`src/verilog/lsu_consts.svh`:
```
// lsu sizing; LSU_MEM_WORDS and LSU_RSP_DEPTH must be powers of two, queue depth at least 4
`ifndef LSU_CONSTS_SVH
`define LSU_CONSTS_SVH

// data and address width
`define LSU_XLEN 32

// data memory depth in 32-bit words
// the word index is the address above the byte offset, modulo this depth
`define LSU_MEM_WORDS 1024

// response queue entries
// three are held back for the two stages in flight and the request being accepted
`define LSU_RSP_DEPTH 4

`endif

```
`src/verilog/lsu_pkg.sv`:
```
// shared lsu types; holds only the memory operation code, no state enum is needed
package lsu_pkg;

  // decoded memory operation
  // OP_NONE marks instructions that are accepted and dropped
  typedef enum logic [3:0] {
    OP_NONE = 4'd0,
    // loads
    OP_LB   = 4'd1,
    OP_LH   = 4'd2,
    OP_LW   = 4'd3,
    OP_LBU  = 4'd4,
    OP_LHU  = 4'd5,
    // stores
    OP_SB   = 4'd6,
    OP_SH   = 4'd7,
    OP_SW   = 4'd8
  } mem_op_e;

endpackage

```
`src/verilog/load_result.sv`:
```
// queue never overflows only if the sender honours space_avail as ready; depth is a power of two
`timescale 1ns/100ps
`include "lsu_consts.svh"

module load_result (
  input  logic                 clkb,
  input  logic                 rstb,
  input  logic                 acc_valid,
  input  lsu_pkg::mem_op_e     acc_op,
  input  logic [`LSU_XLEN-1:0] acc_addr,
  input  logic [`LSU_XLEN-1:0] acc_rdata,
  input  logic                 acc_err,
  output logic                 space_avail,
  output logic                 rsp_valid,
  input  logic                 rsp_ready,
  output logic [`LSU_XLEN-1:0] rsp_data,
  output logic [`LSU_XLEN-1:0] rsp_addr,
  output logic                 rsp_err
);

  localparam int          PW          = $clog2(`LSU_RSP_DEPTH);
  localparam logic [PW:0] SPACE_LIMIT = `LSU_RSP_DEPTH - 3;

  logic [`LSU_XLEN-1:0] data_q [`LSU_RSP_DEPTH];
  logic [`LSU_XLEN-1:0] addr_q [`LSU_RSP_DEPTH];
  logic                 err_q  [`LSU_RSP_DEPTH];
  logic [PW-1:0]        wr_ptr;
  logic [PW-1:0]        rd_ptr;
  logic [PW:0]          count;
  logic                 push;
  logic                 pop;
  logic [`LSU_XLEN-1:0] shifted;
  logic [7:0]           sel_byte;
  logic [15:0]          sel_half;
  logic [`LSU_XLEN-1:0] load_data;

  // byte and halfword pick from the read word
  assign shifted  = acc_rdata >> {acc_addr[1:0], 3'b000};
  assign sel_byte = shifted[7:0];
  assign sel_half = acc_addr[1] ? acc_rdata[31:16] : acc_rdata[15:0];

  always_comb begin
    if (acc_err) begin
      load_data = '0;
    end else begin
      case (acc_op)
        lsu_pkg::OP_LB:  load_data = {{(`LSU_XLEN-8){sel_byte[7]}}, sel_byte};
        lsu_pkg::OP_LH:  load_data = {{(`LSU_XLEN-16){sel_half[15]}}, sel_half};
        lsu_pkg::OP_LBU: load_data = {{(`LSU_XLEN-8){1'b0}}, sel_byte};
        lsu_pkg::OP_LHU: load_data = {{(`LSU_XLEN-16){1'b0}}, sel_half};
        default:         load_data = acc_rdata;
      endcase
    end
  end

  assign push = acc_valid;
  assign pop  = rsp_valid && rsp_ready;

  // response queue
  always_ff @(posedge clkb) begin
    if (push) begin
      data_q[wr_ptr] <= load_data;
      addr_q[wr_ptr] <= acc_addr;
      err_q[wr_ptr]  <= acc_err;
    end
  end

  always_ff @(posedge clkb) begin
    if (rstb) begin
      wr_ptr <= '0;
      rd_ptr <= '0;
      count  <= '0;
    end else begin
      if (push) begin
        wr_ptr <= wr_ptr + 1'b1;
      end
      if (pop) begin
        rd_ptr <= rd_ptr + 1'b1;
      end
      case ({push, pop})
        2'b10:   count <= count + 1'b1;
        2'b01:   count <= count - 1'b1;
        default: count <= count;
      endcase
    end
  end

  assign rsp_valid = (count != '0);
  assign rsp_data  = data_q[rd_ptr];
  assign rsp_addr  = addr_q[rd_ptr];
  assign rsp_err   = err_q[rd_ptr];

  // room kept for two items in flight plus the one being accepted
  assign space_avail = (count <= SPACE_LIMIT);

endmodule

```
`config.mk`:
```
export PLATFORM = sky130hd
export DESIGN_NAME = load_result
export DESIGN_NICKNAME = d
export VERILOG_FILES = /design/src/verilog/lsu_pkg.sv /design/src/verilog/load_result.sv
export VERILOG_INCLUDE_DIRS = /design/src /design/src/verilog
export SDC_FILE = /design/constraint.sdc
export NUM_CORES = 1
export LEC_CHECK = 0
export ABC_AREA = 1
export BUFFER_PORTS_ARGS = -buffer_cell sky130_fd_sc_hd__buf_2
export CORE_MARGIN = 2
export CORE_UTILIZATION = 40
export CTS_CLUSTER_SIZE = 24
export DETAILED_ROUTE_END_ITERATION = 6
export MAX_ROUTING_LAYER = met4
export PLACE_DENSITY = 0.6
export SETUP_SLACK_MARGIN = 0.15
export SYNTH_ARGS = -nofsm -noshare
export SYNTH_HDL_FRONTEND = slang
export SYNTH_SLANG_ARGS = --single-unit
```
`constraint.sdc`:
```
create_clock -name clkb -period 3.46 [get_ports clkb]
set_clock_uncertainty 0.05 [all_clocks]
set_input_delay 0.346 -clock clkb [delete_from_list [all_inputs] [get_ports clkb]]
set_output_delay 0.346 -clock clkb [all_outputs]
set_load 0.1 [all_outputs]
```
==> flow_summary.ini <==
[grt]
grtUsageTotal_pct = 17.8
met2_usage_pct = 28.6
global_route.usage.met1_pct = 23.9
grt_pass1_vias = 6942
met3_usage_grt_pct = 2.67
antenna_violations_before_repair = 0
grt_first_pass_wirelength_um = 38500
grt_max_degree = 91
overflow = 0
global_route_layer_with_the_greatest_usage = met2

[setup_path]
timing.setup.critical_path_class = reg2out
cp-end-kind = output port
setup.reg_to_reg.worst_slack_ps = 1480
worst-endpoint-arrival_ps = 2660
crit_required_ps = 3060
critical_register_to_register_path_startpoint = wr_ptr[0]$_SDFFE_PP0P_
timing.critical_path.fanout_max = 90
worstSetupStartpointType = flip-flop

[synth]
synth.cells.most_frequent = edfxtp_1, nor2_1, o21ai_0
synth_edf_count = 260
synthesized_instance_count = 917
netlist.top_cell.by_area = edfxtp_1
ys_seq_area_share_pct = 72.2
share_of_yosys_cell_area_claimed_by_the_top_area_cell_type_pct = 70.6
yosysMostFrequentCell = edfxtp_1
syn_area_per_cell_um2 = 12.1
synth_seq_cells = 269
synth.net_count = 998
synth_ff_type = edfxtp_1
post_synth_main_area_contributors = edfxtp_1, nor2_1, o21ai_0
yosys_warnings = 0
netlist-cell-type-count = 33
synthArstFlopShare_pct = 0
post_synth_instance_area_um2 = 11100

[clocking]
holdBufCountCts = 29
post_cts_resize_count = 0
cts-root-to-sink-buffers = 3
cts_inserted_buffers = 28
cts-htree-levels = 1
worstSkewPairLatency_ps = 530
post_cts.repair.setup_buffers = 0
root_buffer_master = clkbuf_16
cts_tree = yes
cts.sinks = 269
clk_transition_reported_paths_ps = 60

[drt]
routed_wl_um = 25200
wl_per_cell_um = 17.5
vias_post_dr = 7358
vias_per_cell = 5.11
detail_route.first_pass.iterations = 4
antenna_violation_net_count_after_detailed_routing = 0
drc_errors = 0
first_iter_violations = 626

[power_and_ir_drop]
vdd.ir_drop.worst_uv = 404
power_leakage_nw = 5.02
power_density_nw_per_um2 = 768

[layout]
seqCellArea_um2 = 7990
fillCellCount = 2374
fin_nets = 1158
num_antenna_cells = 0
syn_to_final_growth_pct = 20.9
final-instance-count-excl-fill = 1440
fin_area_um2 = 13400
multi_input_comb_area_um2 = 2620
drive_above_1_share_pct = 20.8

[timing]
unrepaired_setup_endpoints_after_global_routing = no
timing.hold.ws_ps = 22.9
timing.final.max_slew_violations = 0
worst_pin_slew_ps = 952
finalCritPeriodShare_pct = 88.2
slew-limit-headroom_pct = 36.5
fin_setup_tns_ps = 0
max_clock_freq_mhz = 328
hold_viol_final = 0
setup_violations = 0
fin_crit_ps = 3050

[floorplan]
floorplan.initialDensity_pct = 40.9
fp.dieH_um = 170
die_x_um = 170
num_io_pins = 140
dieArea_um2 = 29000
placementRows = 60
core_region_area_um2 = 27000

[status]
run_status = completed

[place]
postPlaceCellArea_um2 = 12100
place.port_buffers = 139
place.gp.congestion = 0.883
detailed_place_hpwl_um = 15300
dp.cells = 1359

[flow_run]
drv_cap = 0

[min_path]
worstHoldStart = acc_addr[17]
hold_path_class = in2reg
[routing by layer]
metal / share of wire [%] / routed length, um
met1: 46 / 11500
met2: 47 / 11800
met3: 5.5 / 1380
met4: 2.0 / 516
met5: 0 / 0
[power breakdown]
part | switching [mW] | internal (mW) | leakage [nW]
combinational | 2.76 | 0.542 | 2.07
sequential | 0.126 | 3.75 | 2.48
clock | 1.19 | 1.90 | 0.465
total | 4.08 | 6.19 | 5.02
[cell type report]
class | instances | share of cell area (%)
flip-flops and latches | 269 | 59.8
multi-input cells | 547 | 19.6
repair buffers | 182 | 8.81
clock buffers | 34 | 5.57
well taps | 341 | 3.19
clock inverters | 18 | 1.64
inverters | 49 | 1.43
[state kept, by name, summed over array words and instances (netlist names), named ones only]
register	cells
count	3
wr_ptr	2
data_q	128
addr_q	128
rd_ptr	2
err_q	4
[worst max-delay path: stages, from the launching register on]
cell     delay, ps
dfxtp_4        610
inv_4          180
buf_4          370
o21ai_1        120
o22ai_1        310
buf_2          500
[metrics by stage]
step                util [%]  worst slack [ps]  power [mW]
finish                  49.5               407        10.3
global route            49.5               265        10.6
CTS                     49.5               336        10.3
detailed placement      44.8               901        7.24
global placement        44.8               959        7.23
floorplan                  -               661        6.62
[path summary, 6_finish.rpt]
| path | end | cells past startpoint |
|---|---|---|
| max | rsp_data[22] | 5 |
| max reg2reg | data_q[2][9]$_DFFE_PP_ | 5 |
| min | addr_q[2][17]$_DFFE_PP_ | 1 |
| min reg2reg | count[0]$_SDFFE_PP0P_ | 2 |
[cells in the final DEF (no fill, tap or decap), types with 29 or more instances in the layout]
| master | Yosys | final |
|---|---|---|
| o21ai_0 | 98 | 98 |
| dlygate4sd3_1 | 0 | 29 |
| nor2_1 | 190 | 190 |
| nand2_1 | 85 | 85 |
| clkbuf_16 | 0 | 29 |
| o21ai_1 | 49 | 49 |
| o22ai_1 | 65 | 65 |
| edfxtp_1 | 260 | 260 |
| inv_1 | 44 | 39 |
| buf_2 | 12 | 139 |
[cells by family (layout without fill, tap and decap cells)]
kind of cell	count (synthesis)	after routing	share of synthesized area, %
flops	269	269	72.2
fa+ha+maj	8	8	0.905
buf+inv	101	283	4.08
xor+xnor	1	1	0.0792
simple gates	311	311	11.6
compound gates	227	227	11.1
(Power assumes the default switching activity.)
