**config.mk**
```make
export PLATFORM = sky130hd
export DESIGN_NAME = mem_op_decode
export DESIGN_NICKNAME = d
export VERILOG_FILES = /design/src/verilog/lsu_pkg.sv /design/src/verilog/mem_op_decode.sv
export VERILOG_INCLUDE_DIRS = /design/src /design/src/verilog
export SDC_FILE = /design/constraint.sdc
export NUM_CORES = 1
export LEC_CHECK = 0
export BUFFER_PORTS_ARGS = -buffer_cell sky130_fd_sc_hd__buf_2
export CAP_MARGIN = 20
export CORE_MARGIN = 2
export CORE_UTILIZATION = 40
export CTS_CLUSTER_SIZE = 8
export DETAILED_ROUTE_END_ITERATION = 16
export GPL_ROUTABILITY_DRIVEN = 0
export PLACE_DENSITY = 0.8
export RECOVER_POWER = 50
export SYNTH_ARGS = -nofsm -noshare
export SYNTH_HDL_FRONTEND = slang
export SYNTH_SLANG_ARGS = --single-unit
```
**constraint.sdc**
```tcl
create_clock -name clkb -period 3.93 [get_ports clkb]
set_input_delay 0 -clock clkb [delete_from_list [all_inputs] [get_ports clkb]]
set_output_delay 0 -clock clkb [all_outputs]
set_load 0.005 [all_outputs]
```
**src/verilog/lsu_consts.svh**
```systemverilog
// lsu sizing; LSU_MEM_WORDS and LSU_RSP_DEPTH must be powers of two, queue depth at least 4
`ifndef LSU_CONSTS_SVH
`define LSU_CONSTS_SVH

// data and address width
`define LSU_XLEN 32

// data memory depth in 32-bit words
// the word index is the address above the byte offset, modulo this depth
`define LSU_MEM_WORDS 1024

// response queue entries
// three are held back for the two stages in flight and the request being accepted
`define LSU_RSP_DEPTH 4

`endif

```
**src/verilog/lsu_pkg.sv**
```systemverilog
// shared lsu types; holds only the memory operation code, no state enum is needed
package lsu_pkg;

  // decoded memory operation
  // OP_NONE marks instructions that are accepted and dropped
  typedef enum logic [3:0] {
    OP_NONE = 4'd0,
    // loads
    OP_LB   = 4'd1,
    OP_LH   = 4'd2,
    OP_LW   = 4'd3,
    OP_LBU  = 4'd4,
    OP_LHU  = 4'd5,
    // stores
    OP_SB   = 4'd6,
    OP_SH   = 4'd7,
    OP_SW   = 4'd8
  } mem_op_e;

endpackage

```
**src/verilog/mem_op_decode.sv**
```systemverilog
// accepts any instruction; only RV32I loads and stores raise dec_valid, the rest are dropped
`timescale 1ns/100ps
`include "lsu_consts.svh"

module mem_op_decode (
  input  logic                 clkb,
  input  logic                 rstb,
  input  logic                 req_valid,
  output logic                 req_ready,
  input  logic [`LSU_XLEN-1:0] req_instr,
  input  logic [`LSU_XLEN-1:0] req_rs1,
  input  logic [`LSU_XLEN-1:0] req_rs2,
  input  logic                 space_avail,
  output logic                 dec_valid,
  output lsu_pkg::mem_op_e     dec_op,
  output logic [`LSU_XLEN-1:0] dec_addr,
  output logic [`LSU_XLEN-1:0] dec_wdata,
  output logic                 dec_misaligned
);

  localparam logic [6:0] OPC_LOAD  = 7'b0000011;
  localparam logic [6:0] OPC_STORE = 7'b0100011;

  logic [6:0]           opcode;
  logic [2:0]           funct3;
  logic [`LSU_XLEN-1:0] imm_i;
  logic [`LSU_XLEN-1:0] imm_s;
  logic [`LSU_XLEN-1:0] eff_addr;
  lsu_pkg::mem_op_e     op;
  logic                 misaligned;
  logic                 accept;

  // ready follows queue space only
  assign req_ready = space_avail;
  assign accept    = req_valid && req_ready;

  assign opcode = req_instr[6:0];
  assign funct3 = req_instr[14:12];

  // sign extended I-type and S-type immediates
  assign imm_i = {{(`LSU_XLEN-12){req_instr[31]}}, req_instr[31:20]};
  assign imm_s = {{(`LSU_XLEN-12){req_instr[31]}}, req_instr[31:25], req_instr[11:7]};

  assign eff_addr = req_rs1 + ((opcode == OPC_STORE) ? imm_s : imm_i);

  always_comb begin
    op = lsu_pkg::OP_NONE;
    if (opcode == OPC_LOAD) begin
      case (funct3)
        3'b000:  op = lsu_pkg::OP_LB;
        3'b001:  op = lsu_pkg::OP_LH;
        3'b010:  op = lsu_pkg::OP_LW;
        3'b100:  op = lsu_pkg::OP_LBU;
        3'b101:  op = lsu_pkg::OP_LHU;
        default: op = lsu_pkg::OP_NONE;
      endcase
    end else if (opcode == OPC_STORE) begin
      case (funct3)
        3'b000:  op = lsu_pkg::OP_SB;
        3'b001:  op = lsu_pkg::OP_SH;
        3'b010:  op = lsu_pkg::OP_SW;
        default: op = lsu_pkg::OP_NONE;
      endcase
    end
  end

  // halfwords need even addresses, words need a multiple of four
  always_comb begin
    case (op)
      lsu_pkg::OP_LH, lsu_pkg::OP_LHU, lsu_pkg::OP_SH: misaligned = eff_addr[0];
      lsu_pkg::OP_LW, lsu_pkg::OP_SW:                  misaligned = |eff_addr[1:0];
      default:                                         misaligned = 1'b0;
    endcase
  end

  always_ff @(posedge clkb) begin
    if (rstb) begin
      dec_valid <= 1'b0;
    end else begin
      dec_valid <= accept && (op != lsu_pkg::OP_NONE);
    end
  end

  always_ff @(posedge clkb) begin
    if (accept) begin
      dec_op         <= op;
      dec_addr       <= eff_addr;
      dec_wdata      <= req_rs2;
      dec_misaligned <= misaligned;
    end
  end

endmodule
```
==> impl_results.md, run 1 <==
- Outcome: finished with violations
- Failing checks: max-capacitance violations, max-slew violations
- Placed Cells: around 660
- Fin Setup TNS: 0 ns
- Worst Hold Class: primary input to flip-flop
- Clk root buf: clkbuf_8
- Worst-path maximum fanout: 6
- Placed cell area: between 5000 and 6000 µm²
- Area leader, netlist: edfxtp_1
- Met1 Wirelength: between 4 and 5 mm
- Via/cell ratio: 5.234
- WL met2: about 5.4 mm
- PortBufs: ~170
- Gate Count Post-Synth: 371
- Detail Placement HPWL: 8.060 mm
- Num CTS Buffers: 9
- Clock power share: 0.271
- Maximum operating frequency: about 0.31 GHz
- Leakage: about 2.3 nW
- Final ANT Viol Nets: 0
- Max-cap violations: 1
- Final Non-Filler Cells: ~700
- Synth top area cells: edfxtp_1, ha_1, xnor2_1
- Top Metal Used: met4
- RSZ-0062 raised after global routing: false
- Launch point of the worst hold path: req_instr[13]
- PnR Total Power: 0.001959 W
- Met3 routed WL: a little over 800 µm
- Antenna violations before repair: 0
- # IOs: 171
- Slew @ Worst Pin: around 2.0 ns
- Mapped Nets: around 500
- CTS Buffer Depth: 2
- Worst Hold Endpoint: dec_op[2]$_DFFE_PP_
- Routed via count: approximately 3,700
- Overall die area: approximately 11,000 µm²
- Final Cell Area: around 5600 µm²
- WP data required: roughly 4 ns
- Rows: 37
- Cells along the critical path: buf_2 -> nor4_1 -> nand4_1 -> mux2_2 -> ha_1 -> inv_1 -> fa_1 -> and2b_4 -> o2111ai_4 -> a211oi_2 -> nor2_1 -> a211oi_1 -> a31oi_1 -> xnor2_1
- Initial drt markers: around 230
- Clock slew at reported path FFs: 0.07 ns
- Sequential share of power: 0.472
- Combinational share of power: 0.257
- WP buf/inv: 2
- Crit path launch type: primary input
- Hold Vio Cnt, Final: 0
- Area Growth Syn to Fin: 33.92%
- Post-CTS Setup Inserts: 0
- Count of state elements after synthesis: 70
- PD cells: around 350 nW/µm²
- Core Box Area: ~10,000 µm²
- Final setup fails: 0
- Async SR Flop Fraction: 0
- CTS tree: done
- Final Max Slew Viols: 33
- Top_reg_cell synth: edfxtp_1
- Ant. Diodes: 0
- Ratio of cells with drive above 1 in the final layout: 0.3024
- WL per Instance: about 15 µm
- DRC: 0
- Total Routing Usage GR: 0.1877
- Net Sw Power: approximately 0.00054 W
- Pin count of the biggest net entering global routing: 40
- Setup crit end kind: flip-flop
- Crit share post-route: 0.8088
- Cell Area, Synth: approximately 4200 µm²
- Critical Path AT: about 3.3 ns
- Cell family with most CP delay: simple AND/OR/NAND/NOR gates
- Vias in the first global route: roughly 3,600
- Crit Path Class: primary input to flip-flop
- H-tree levels: 3
- Hold Path Depth: 2
- CP max stage delay: 0.39 ns
- Register area: ~2100 µm²
- Die Wd: 106.2 µm
- Sequential cell area fraction in the yosys report: 0.5006
- Synth warn: 0
- Synthesized area per cell: around 11 µm²
- Starting Density: 0.4085
- Sink Count: 70
- Die Height: 106.2 µm
- Commonest non-fill, non-tap cell in the layout: buf_2
- Hold-fix buffers, CTS: 34
- First-pass GRT wire length: 16.50 mm
- 1st-pass router iterations: 5
- Post-synth cell types: 58
- Max-slew headroom at the worst pin: -0.3090
- Remaining global-route overflow: 0
- # fillers: between 800 and 900
- Commonest cells after routing, fill and taps aside: buf_2, edfxtp_1, dlygate4sd3_1
- Switch share: 0.2733
- Top cell type's share of synthesized area: 0.4958
- Critical Path Start: req_instr[3]
- CP max-delay cell: fa_1
- Post-synth EDFFs: just under 70
- Worst VDD drop: 195.4 µV
- Multi-input gate area: between 1500 and 2000 µm²
- # nets final: 700
- Minimum clock period: approximately 3.2 ns
- Internal Power: about 0.0014 W
- Post-cts sizing count: 0
- Routed wire length: 10.59 mm
worst max path at each step:
stage               slack, ns                     end  cells after the start
floorplan                0.88  dec_addr[18]$_DFFE_PP_                     12
global placement         0.52  dec_addr[30]$_DFFE_PP_                     13
detailed placement       0.40  dec_addr[18]$_DFFE_PP_                     13
CTS                      0.78  dec_addr[18]$_DFFE_PP_                     13
global route             0.53  dec_addr[22]$_DFFE_PP_                     14
finish                   0.75  dec_addr[24]$_DFFE_PP_                     14
power groups by stage:
stage | Combinational [W] | Sequential (W) | Clock [W]
finish | 0.000503 | 0.000924 | 0.000531
global route | 0.000555 | 0.000929 | 0.000576
CTS | 0.000505 | 0.000923 | 0.000548
detailed placement | 0.000476 | 0.000939 | 0
global placement | 0.000461 | 0.000937 | 0
floorplan | 0.000292 | 0.000949 | 0
cell type report:
cell class / instances / area share
sequential: 70 / 0.3738
timing repair buffer: 200 / 0.2048
tap: 136 / 0.03040
multi-input combinational: 274 / 0.3503
inverter: 13 / 0.008719
clock buffer: 10 / 0.02280
clock inverter: 5 / 0.009166
cell families (layout without fill, tap and decap cells):
family | Yosys count | count (layout) | share of synthesized area
compound gates | 104 | 104 | 0.1811
xor+xnor | 30 | 30 | 0.06288
fa+ha+maj | 32 | 32 | 0.09760
buf+inv | 27 | 228 | 0.03024
flops | 70 | 70 | 0.5006
mux | 6 | 6 | 0.01587
simple gates | 102 | 102 | 0.1117
synth_stat cells, types with 2 or more instances:
| library cell | count |
|---|---|
| nand2_1 | 30 |
| a21o_1 | 11 |
| o21bai_1 | 3 |
| o221ai_1 | 3 |
| a311oi_1 | 2 |
| inv_1 | 13 |
| o21ai_0 | 14 |
| a21boi_0 | 2 |
| ha_1 | 31 |
| a21oi_1 | 30 |
| o211ai_1 | 3 |
| edfxtp_1 | 69 |
| nand2b_1 | 2 |
| nor2_1 | 30 |
| nand3_1 | 13 |
| and3_1 | 2 |
| xor2_1 | 9 |
| and2_1 | 4 |
| a21oi_2 | 2 |
| nor2b_1 | 3 |
| xnor2_1 | 21 |
| o21a_1 | 4 |
| a211oi_1 | 4 |
| buf_2 | 3 |
| nor3_1 | 11 |
| clkbuf_1 | 8 |
| nand4_1 | 2 |
| mux2_2 | 5 |
| a31oi_1 | 8 |
metal layers:
metal | global-route usage | vias up
met1 | 0.2067 | 1717
met4 | 0.08177 | 0
met5 | 0 | -
li1 | - | 1797
met2 | 0.3384 | 174
met3 | 0.04966 | 18
metrics by stage:
step	util	worst slack, ns	hold WS [ns]
CTS	0.5498	0.7780	0.01620
floorplan	-	0.8791	0.07674
global route	0.5470	0.5310	0.03082
detailed placement	0.4991	0.4003	0.1727
finish	0.5470	0.7514	0.03777
global placement	0.4991	0.5154	0.1705
registers in the layout (all words and copies together), names as in the netlist:
register,count
dec_addr,32
dec_misaligned,1
dec_op,4
dec_valid,1
dec_wdata,32
(Power assumes the default switching activity.)
==> run 2, diff against run 1 <==
- PLACE_DENSITY: 0.8 -> 0.83
- clock period: 3.93 -> 2.76 ns (I/O delays scaled with it)
==> impl_results.md, run 2 (synthesized netlist as in run 1, its figures left out) <==
- # IOs: 171 (unchanged)
- Vias in the first global route: 3,763 (+4.2%)
- Met1 GRT Util: 0.2090 (+0.002284)
- Top flop regs: dec_addr x32, dec_wdata x32, dec_op x4
- Setup crit end kind: flip-flop
- Final setup fails: 0 (unchanged)
- PD cells: 479.2 nW/µm² (+37%)
- Crit path launch type: primary input
- Antenna violations before repair: 0 (unchanged)
- Ant. Diodes: 0 (unchanged)
- 1st-pass router iterations: 4 (-1)
- PnR Total Power: 0.002817 W (+44%)
- Cells along the critical path: buf_6 -> nor4_4 -> nand4_1 -> mux2_4 -> ha_4 -> inv_2 -> fa_2 -> and2b_4 -> o2111ai_4 -> a2111oi_4 -> o311ai_4 -> nor3_2 -> nor2_1 -> xnor2_1
- Final ANT Viol Nets: 0 (unchanged)
- Die Height: 106.2 µm (unchanged)
- Num CTS Buffers: 9 (unchanged)
- M2 GR Usage: 0.3613 (+0.02289)
- Max-slew headroom at the worst pin: 0.4644 (+0.7734)
- Sink Count: 70 (unchanged)
- Rows: 37 (unchanged)
- Remaining global-route overflow: 0 (unchanged)
- CTS tree: done
- Via/cell ratio: 5.201 (-0.65%)
- Commonest cells after routing, fill and taps aside: buf_2, edfxtp_1, dlygate4sd3_1
- Max-cap violations: 0 (-1)
- CTS Buffer Depth: 2 (unchanged)
- Worst-path maximum fanout: 4 (-2)
- Clock slew at reported path FFs: 0.08 ns (about the same)
- Total Routing Usage GR: 0.1945 (+0.006795)
- Commonest non-fill, non-tap cell in the layout: buf_2
- Crit Path Class: primary input to flip-flop
- Multi-input gate area: 2052 µm² (+4.7%)
- CP max-delay cell: a2111oi_4
- Area Growth Syn to Fin: 40.66%
- WP data required: 2.86 ns (-1.16 ns)
- Starting Density: 0.4085 (unchanged)
- Core Box Area: 10,230 µm² (unchanged)
- Minimum clock period: roughly 2.7 ns
- First-pass GRT wire length: 17.22 mm (+4.4%)
- Clk root buf: clkbuf_8
- H-tree levels: 3 (unchanged)
- Routed wire length: 11.31 mm (+6.8%)
- Worst Hold Class: primary input to flip-flop
- Register area: 2092 µm² (unchanged)
- Met3 GRT Util: 0.03250 (-0.01717)
- CP max stage delay: 0.40 ns (about the same)
- Hold Vio Cnt, Final: 0 (unchanged)
- Routed via count: 3,786 (+2.2%)
- RSZ-0062 raised after global routing: true
- Maximum operating frequency: roughly 0.37 GHz
- Initial drt markers: 184 (-21%)
- Pin count of the biggest net entering global routing: 38 (-5.0%)
- Overall die area: 11,280 µm² (unchanged)
- # fillers: 841 (-3.4%)
- WL per Instance: 15.54 µm (+3.9%)
- Outcome: finished clean
- PortBufs: 165 (unchanged)
- Crit share post-route: 0.9851
- Die Wd: 106.2 µm (unchanged)
- Worst VDD drop: 229.1 µV (+17%)
- Critical Path AT: 2.81 ns (-0.46 ns)
- # nets final: 719 (+2.7%)
- GR peak layer: met2
- Placed Cells: 675 (+2.4%)
- Ratio of cells with drive above 1 in the final layout: 0.3851 (+0.08269)
- Detail Placement HPWL: 8.406 mm (+4.3%)
- Final Max Slew Viols: 0 (-100%)
- Slew @ Worst Pin: 0.8035 ns (-1.159 ns)
- DRC: 0 (unchanged)
- Leakage: 2.485 nW (+6.8%)
- Final Non-Filler Cells: 728 (+2.8%)
==> run 2: changes by cell type in the layout (fill, tap and decap cells not counted), sizes merged <==
cell / change
bufinv: -1
inv: +1
clkinvlp: +2
clkbuf: -20
buf: +38
==> run 2: worst paths after layout <==
kind / cells past startpoint / from / slack [ns] / end
worst max-delay path: 14 / req_instr[2] / 0.04 / dec_addr[22]$_DFFE_PP_
worst min-delay path: 3 / req_instr[0] / 0.03 / dec_valid$_SDFF_PP0_
==> run 2: worst max-delay path: cells and delay by family <==
kind,cells,cell delay (ns)
XOR/XNOR,1,0.14
multiplexers,1,0.28
AND/OR/NAND/NOR,5,1.05
adder cells (fa/ha/maj),2,0.47
buffers and inverters,2,0.14
AO/OA/AOI/OAI,3,0.74
==> run 2: metal layers <==
metal / wire length, µm / vias to the layer above / share of wire
met5: 0 / - / 0
met2: 5992 / 170 / 0.53
met3: 672 / 39 / 0.059
li1: - / 1834 / -
met4: 370 / 0 / 0.033
met1: 4276 / 1743 / 0.38
==> run 2: area by class of cell <==
cell class,instances,area share
flip-flops and latches,70,0.3559
multi-input cells,274,0.3491
repair buffers,219,0.2282
well taps,136,0.02895
clock buffers,9,0.02107
clock inverters,7,0.008514
inverters,13,0.008301
==> run 2: per-stage QoR <==
stage	cell area, µm²	hold WS [ns]	setup TNS, ns	utilization	setup WS, ns
floorplan	4230	0.07674	-0.3417	-	-0.1186
global placement	5290	0.1663	-3.034	0.5171	-0.2998
detailed placement	5290	0.1685	-4.938	0.5171	-0.4025
CTS	5832	0.001457	0	0.5700	0.006642
global route	5878	0.01088	-0.7209	0.5745	-0.1063
finish	5878	0.02957	0	0.5745	0.04116
==> run 2: power by group <==
group | internal, W | switching [W] | total [W]
clock network | 0.000326 | 0.000389 | 0.000715
logic | 0.000371 | 0.000418 | 0.000789
registers | 0.00129 | 0.0000230 | 0.00131
total | 0.00199 | 0.000829 | 0.00282
==> run 2: repair_timing <==
| item | 4_1_cts | 5_1_grt |
|---|---|---|
| pin swaps | 8 | 13 |
| gates resized for setup | 5 | 10 |
| setup buffers | 1 | 2 |
| endpoints found under the hold margin | 34 | 0 |
| hold buffers | 34 | 0 |
| endpoints found under the setup margin | 2 | 14 |
==> run 3, diff against run 2 <==
- ABC_AREA: not set -> 1
- PLACE_DENSITY: 0.83 -> 0.81
==> impl_results.md, run 3 <==
- Outcome: finished clean
- Routed wire length: 11.73 mm (+3.7%)
- Antenna violations before repair: 0 (unchanged)
- CTS Buffer Depth: 2 (unchanged)
- Register area: 2092 µm² (unchanged)
- Hold Path Depth: 4 (+1)
- Top flop regs: dec_addr x32, dec_wdata x32, dec_op x4
- Met3 routed WL: 682 µm (+1.5%)
- Core Box Area: 11,470 µm² (+12%)
- RSZ-0062 raised after global routing: false
- Via/cell ratio: 4.641 (-11%)
- Met1 Wirelength: 5.069 mm (+19%)
- Pin count of the biggest net entering global routing: 41 (+7.9%)
- Worst VDD drop: 325.3 µV (+42%)
- # nets final: 941 (+31%)
- Placed Cells: 908 (+35%)
- Mapped Nets: 732 (+46%)
- DRC: 0 (unchanged)
- Synth top area cells: edfxtp_1, nand2_1, inv_1
- Multi-input gate area: 2196 µm² (+7.0%)
- Post-cts sizing count: 0 (-5)
- WP data required: 2.84 ns (-0.02 ns)
- Remaining global-route overflow: 0 (unchanged)
- Synthesized area per cell: 7.843 µm² (-30%)
- WL met2: 5.724 mm (-4.5%)
- Num CTS Buffers: 9 (unchanged)
- Fin Setup TNS: 0 ns (unchanged)
- Maximum operating frequency: 0.4733 GHz (+29%)
- PD cells: 516.3 nW/µm² (+7.7%)
- Async SR Flop Fraction: 0 (unchanged)
- Post-synth cell types: 31 (-47%)
- Sequential cell area fraction in the yosys report: 0.4446 (-0.05604)
- Top_reg_cell synth: edfxtp_1
- Top post-synthesis cells by count: nand2_1, inv_1, edfxtp_1, nor2_1, nand3_1
- Critical Path AT: 2.19 ns (-0.62 ns)
- CTS tree: done
- Cell Area, Synth: 4706 µm² (+13%)
- Minimum clock period: 2.113 ns (-0.6060 ns)
- PortBufs: 165 (unchanged)
- Die Wd: 112.5 µm (+5.9%)
- First-pass GRT wire length: 19.14 mm (+11%)
- Hold Vio Cnt, Final: 0 (unchanged)
- Area leader, netlist: edfxtp_1
- WL per Instance: 12.26 µm (-21%)
- Routed via count: 4,441 (+17%)
- Final Cell Area: 6347 µm² (+8.0%)
- Max-slew headroom at the worst pin: 0.1774 (-0.2870)
- Crit path launch type: primary input
- Commonest cells after routing, fill and taps aside: nand2_1, buf_2, inv_1
- # IOs: 171 (unchanged)
- Clock slew at reported path FFs: 0.06 ns (-0.02 ns)
- Starting Density: 0.4104 (+0.001903)
- Area Growth Syn to Fin: 34.88%
- Gate Count Post-Synth: 600 (+62%)
- Top cell type's share of synthesized area: 0.4403 (-0.05550)
- Total Routing Usage GR: 0.1866 (-0.007865)
- Commonest non-fill, non-tap cell in the layout: nand2_1
- Slew @ Worst Pin: 1.233 ns (+0.4291 ns)
- Die Height: 112.5 µm (+5.9%)
- Vias in the first global route: 4,241 (+13%)
- Count of state elements after synthesis: 70 (unchanged)
- Synth warn: 0 (unchanged)
- Detail Placement HPWL: 8.966 mm (+6.7%)
- Crit share post-route: 0.7655 (-0.2196)
- Worst Hold Endpoint: dec_valid$_SDFF_PP0_
- Launch point of the worst hold path: req_valid
- Final setup fails: 0 (unchanged)
- 1st-pass router iterations: 4 (unchanged)
- Worst Hold Class: primary input to flip-flop
- Sink Count: 70 (unchanged)
- Initial drt markers: 274 (+49%)
- Final ANT Viol Nets: 0 (unchanged)
- Ant. Diodes: 0 (unchanged)
- Max-cap violations: 0 (unchanged)
- Final Max Slew Viols: 0 (unchanged)
- PnR Total Power: 0.003277 W (+16%)
- Placed cell area: 5723 µm² (+8.2%)
- Crit Path Class: primary input to flip-flop
- Most frequent cell after synthesis: nand2_1
- Leakage: 3.328 nW (+34%)
- Top Metal Used: met4
- Overall die area: 12,650 µm² (+12%)
- Rows: 39 (+5.4%)
- Post-synth EDFFs: 69 (unchanged)
- Final Non-Filler Cells: 957 (+31%)
- Worst-path maximum fanout: 7 (+3)
- H-tree levels: 3 (unchanged)
- Hold_ws: 0.02131 ns (-0.008263 ns)
- Clk root buf: clkbuf_16
- # fillers: 1,032 (+23%)
- Ratio of cells with drive above 1 in the final layout: 0.2346 (-0.1505)
- Setup crit end kind: flip-flop
## run 3: changes by cell type after synthesis, sizes merged, moves of 13 or more
cell | before | now
xnor2 | 21 | 3
inv | 13 | 108
nand2 | 30 | 231
nor2 | 30 | 54
o21ai | 15 | 2
nand3 | 13 | 35
## run 3: how the worst max path moves through the flow
stage / from / to / slack [ns] / cells after the start
after global routing: req_instr[4] / dec_addr[30]$_DFFE_PP_ / 0.33 / 19
after detailed placement: req_instr[4] / dec_addr[30]$_DFFE_PP_ / 0.30 / 19
after floorplan: req_instr[4] / dec_addr[22]$_DFFE_PP_ / 0.67 / 18
after global placement: req_instr[4] / dec_addr[30]$_DFFE_PP_ / 0.37 / 19
after CTS: req_instr[4] / dec_addr[30]$_DFFE_PP_ / 0.62 / 19
final: req_instr[4] / dec_addr[30]$_DFFE_PP_ / 0.65 / 19
## run 3: cells by family after synthesis
group | synth area share
simple gates | 0.2983
buf+inv | 0.08774
flops | 0.4446
compound gates | 0.04148
fa+ha+maj | 0.08668
xor+xnor | 0.03164
mux | 0.009571
## run 3: report_power, final
part,internal [W],switching [W]
combinational,0.000312,0.000422
sequential,0.00129,0.0000239
clock,0.000791,0.000441
## run 3: through the flow
stage | setup slack, ns | util
3_3_place_gp | 0.3665 | 0.4991
3_5_place_dp | 0.3021 | 0.4991
5_1_grt | 0.3298 | 0.5535
2_1_floorplan | 0.6728 | -
4_1_cts | 0.6200 | 0.5555
6_report | 0.6472 | 0.5535
## run 3: critical path, stage by stage
cell and delay (ns):
clkbuf_1 0.09, inv_1 0.05, nand2_1 0.04, nor2_1 0.18
nand2_2 0.15, mux2_2 0.25, ha_1 0.16, inv_1 0.06
fa_1 0.40, inv_1 0.10, nand3_1 0.08, nand3_2 0.10
nand2_1 0.05, nand2_1 0.09, nand2_1 0.07, nand2_2 0.10
nand2_1 0.07, nand3_1 0.07, nand2_1 0.05
## run 3: area by class of cell
cell class | instances | area share
multi-input cells | 421 | 0.3459
inverters | 108 | 0.06387
clock inverters | 6 | 0.01380
well taps | 143 | 0.02819
clock buffers | 10 | 0.03607
repair buffers | 199 | 0.1825
flip-flops and latches | 70 | 0.3296
## run 3: metal layers
layer | track usage | vias to the layer above
met5 | 0 | -
met1 | 0.2284 | 1972
met2 | 0.3321 | 131
met4 | 0.05772 | 0
met3 | 0.03672 | 18
li1 | - | 2320
## run 3: what timing repair did
item	in CTS	in global routing
hold buffers	33	0
hold endpoints to repair	33	0
setup buffers	0	0
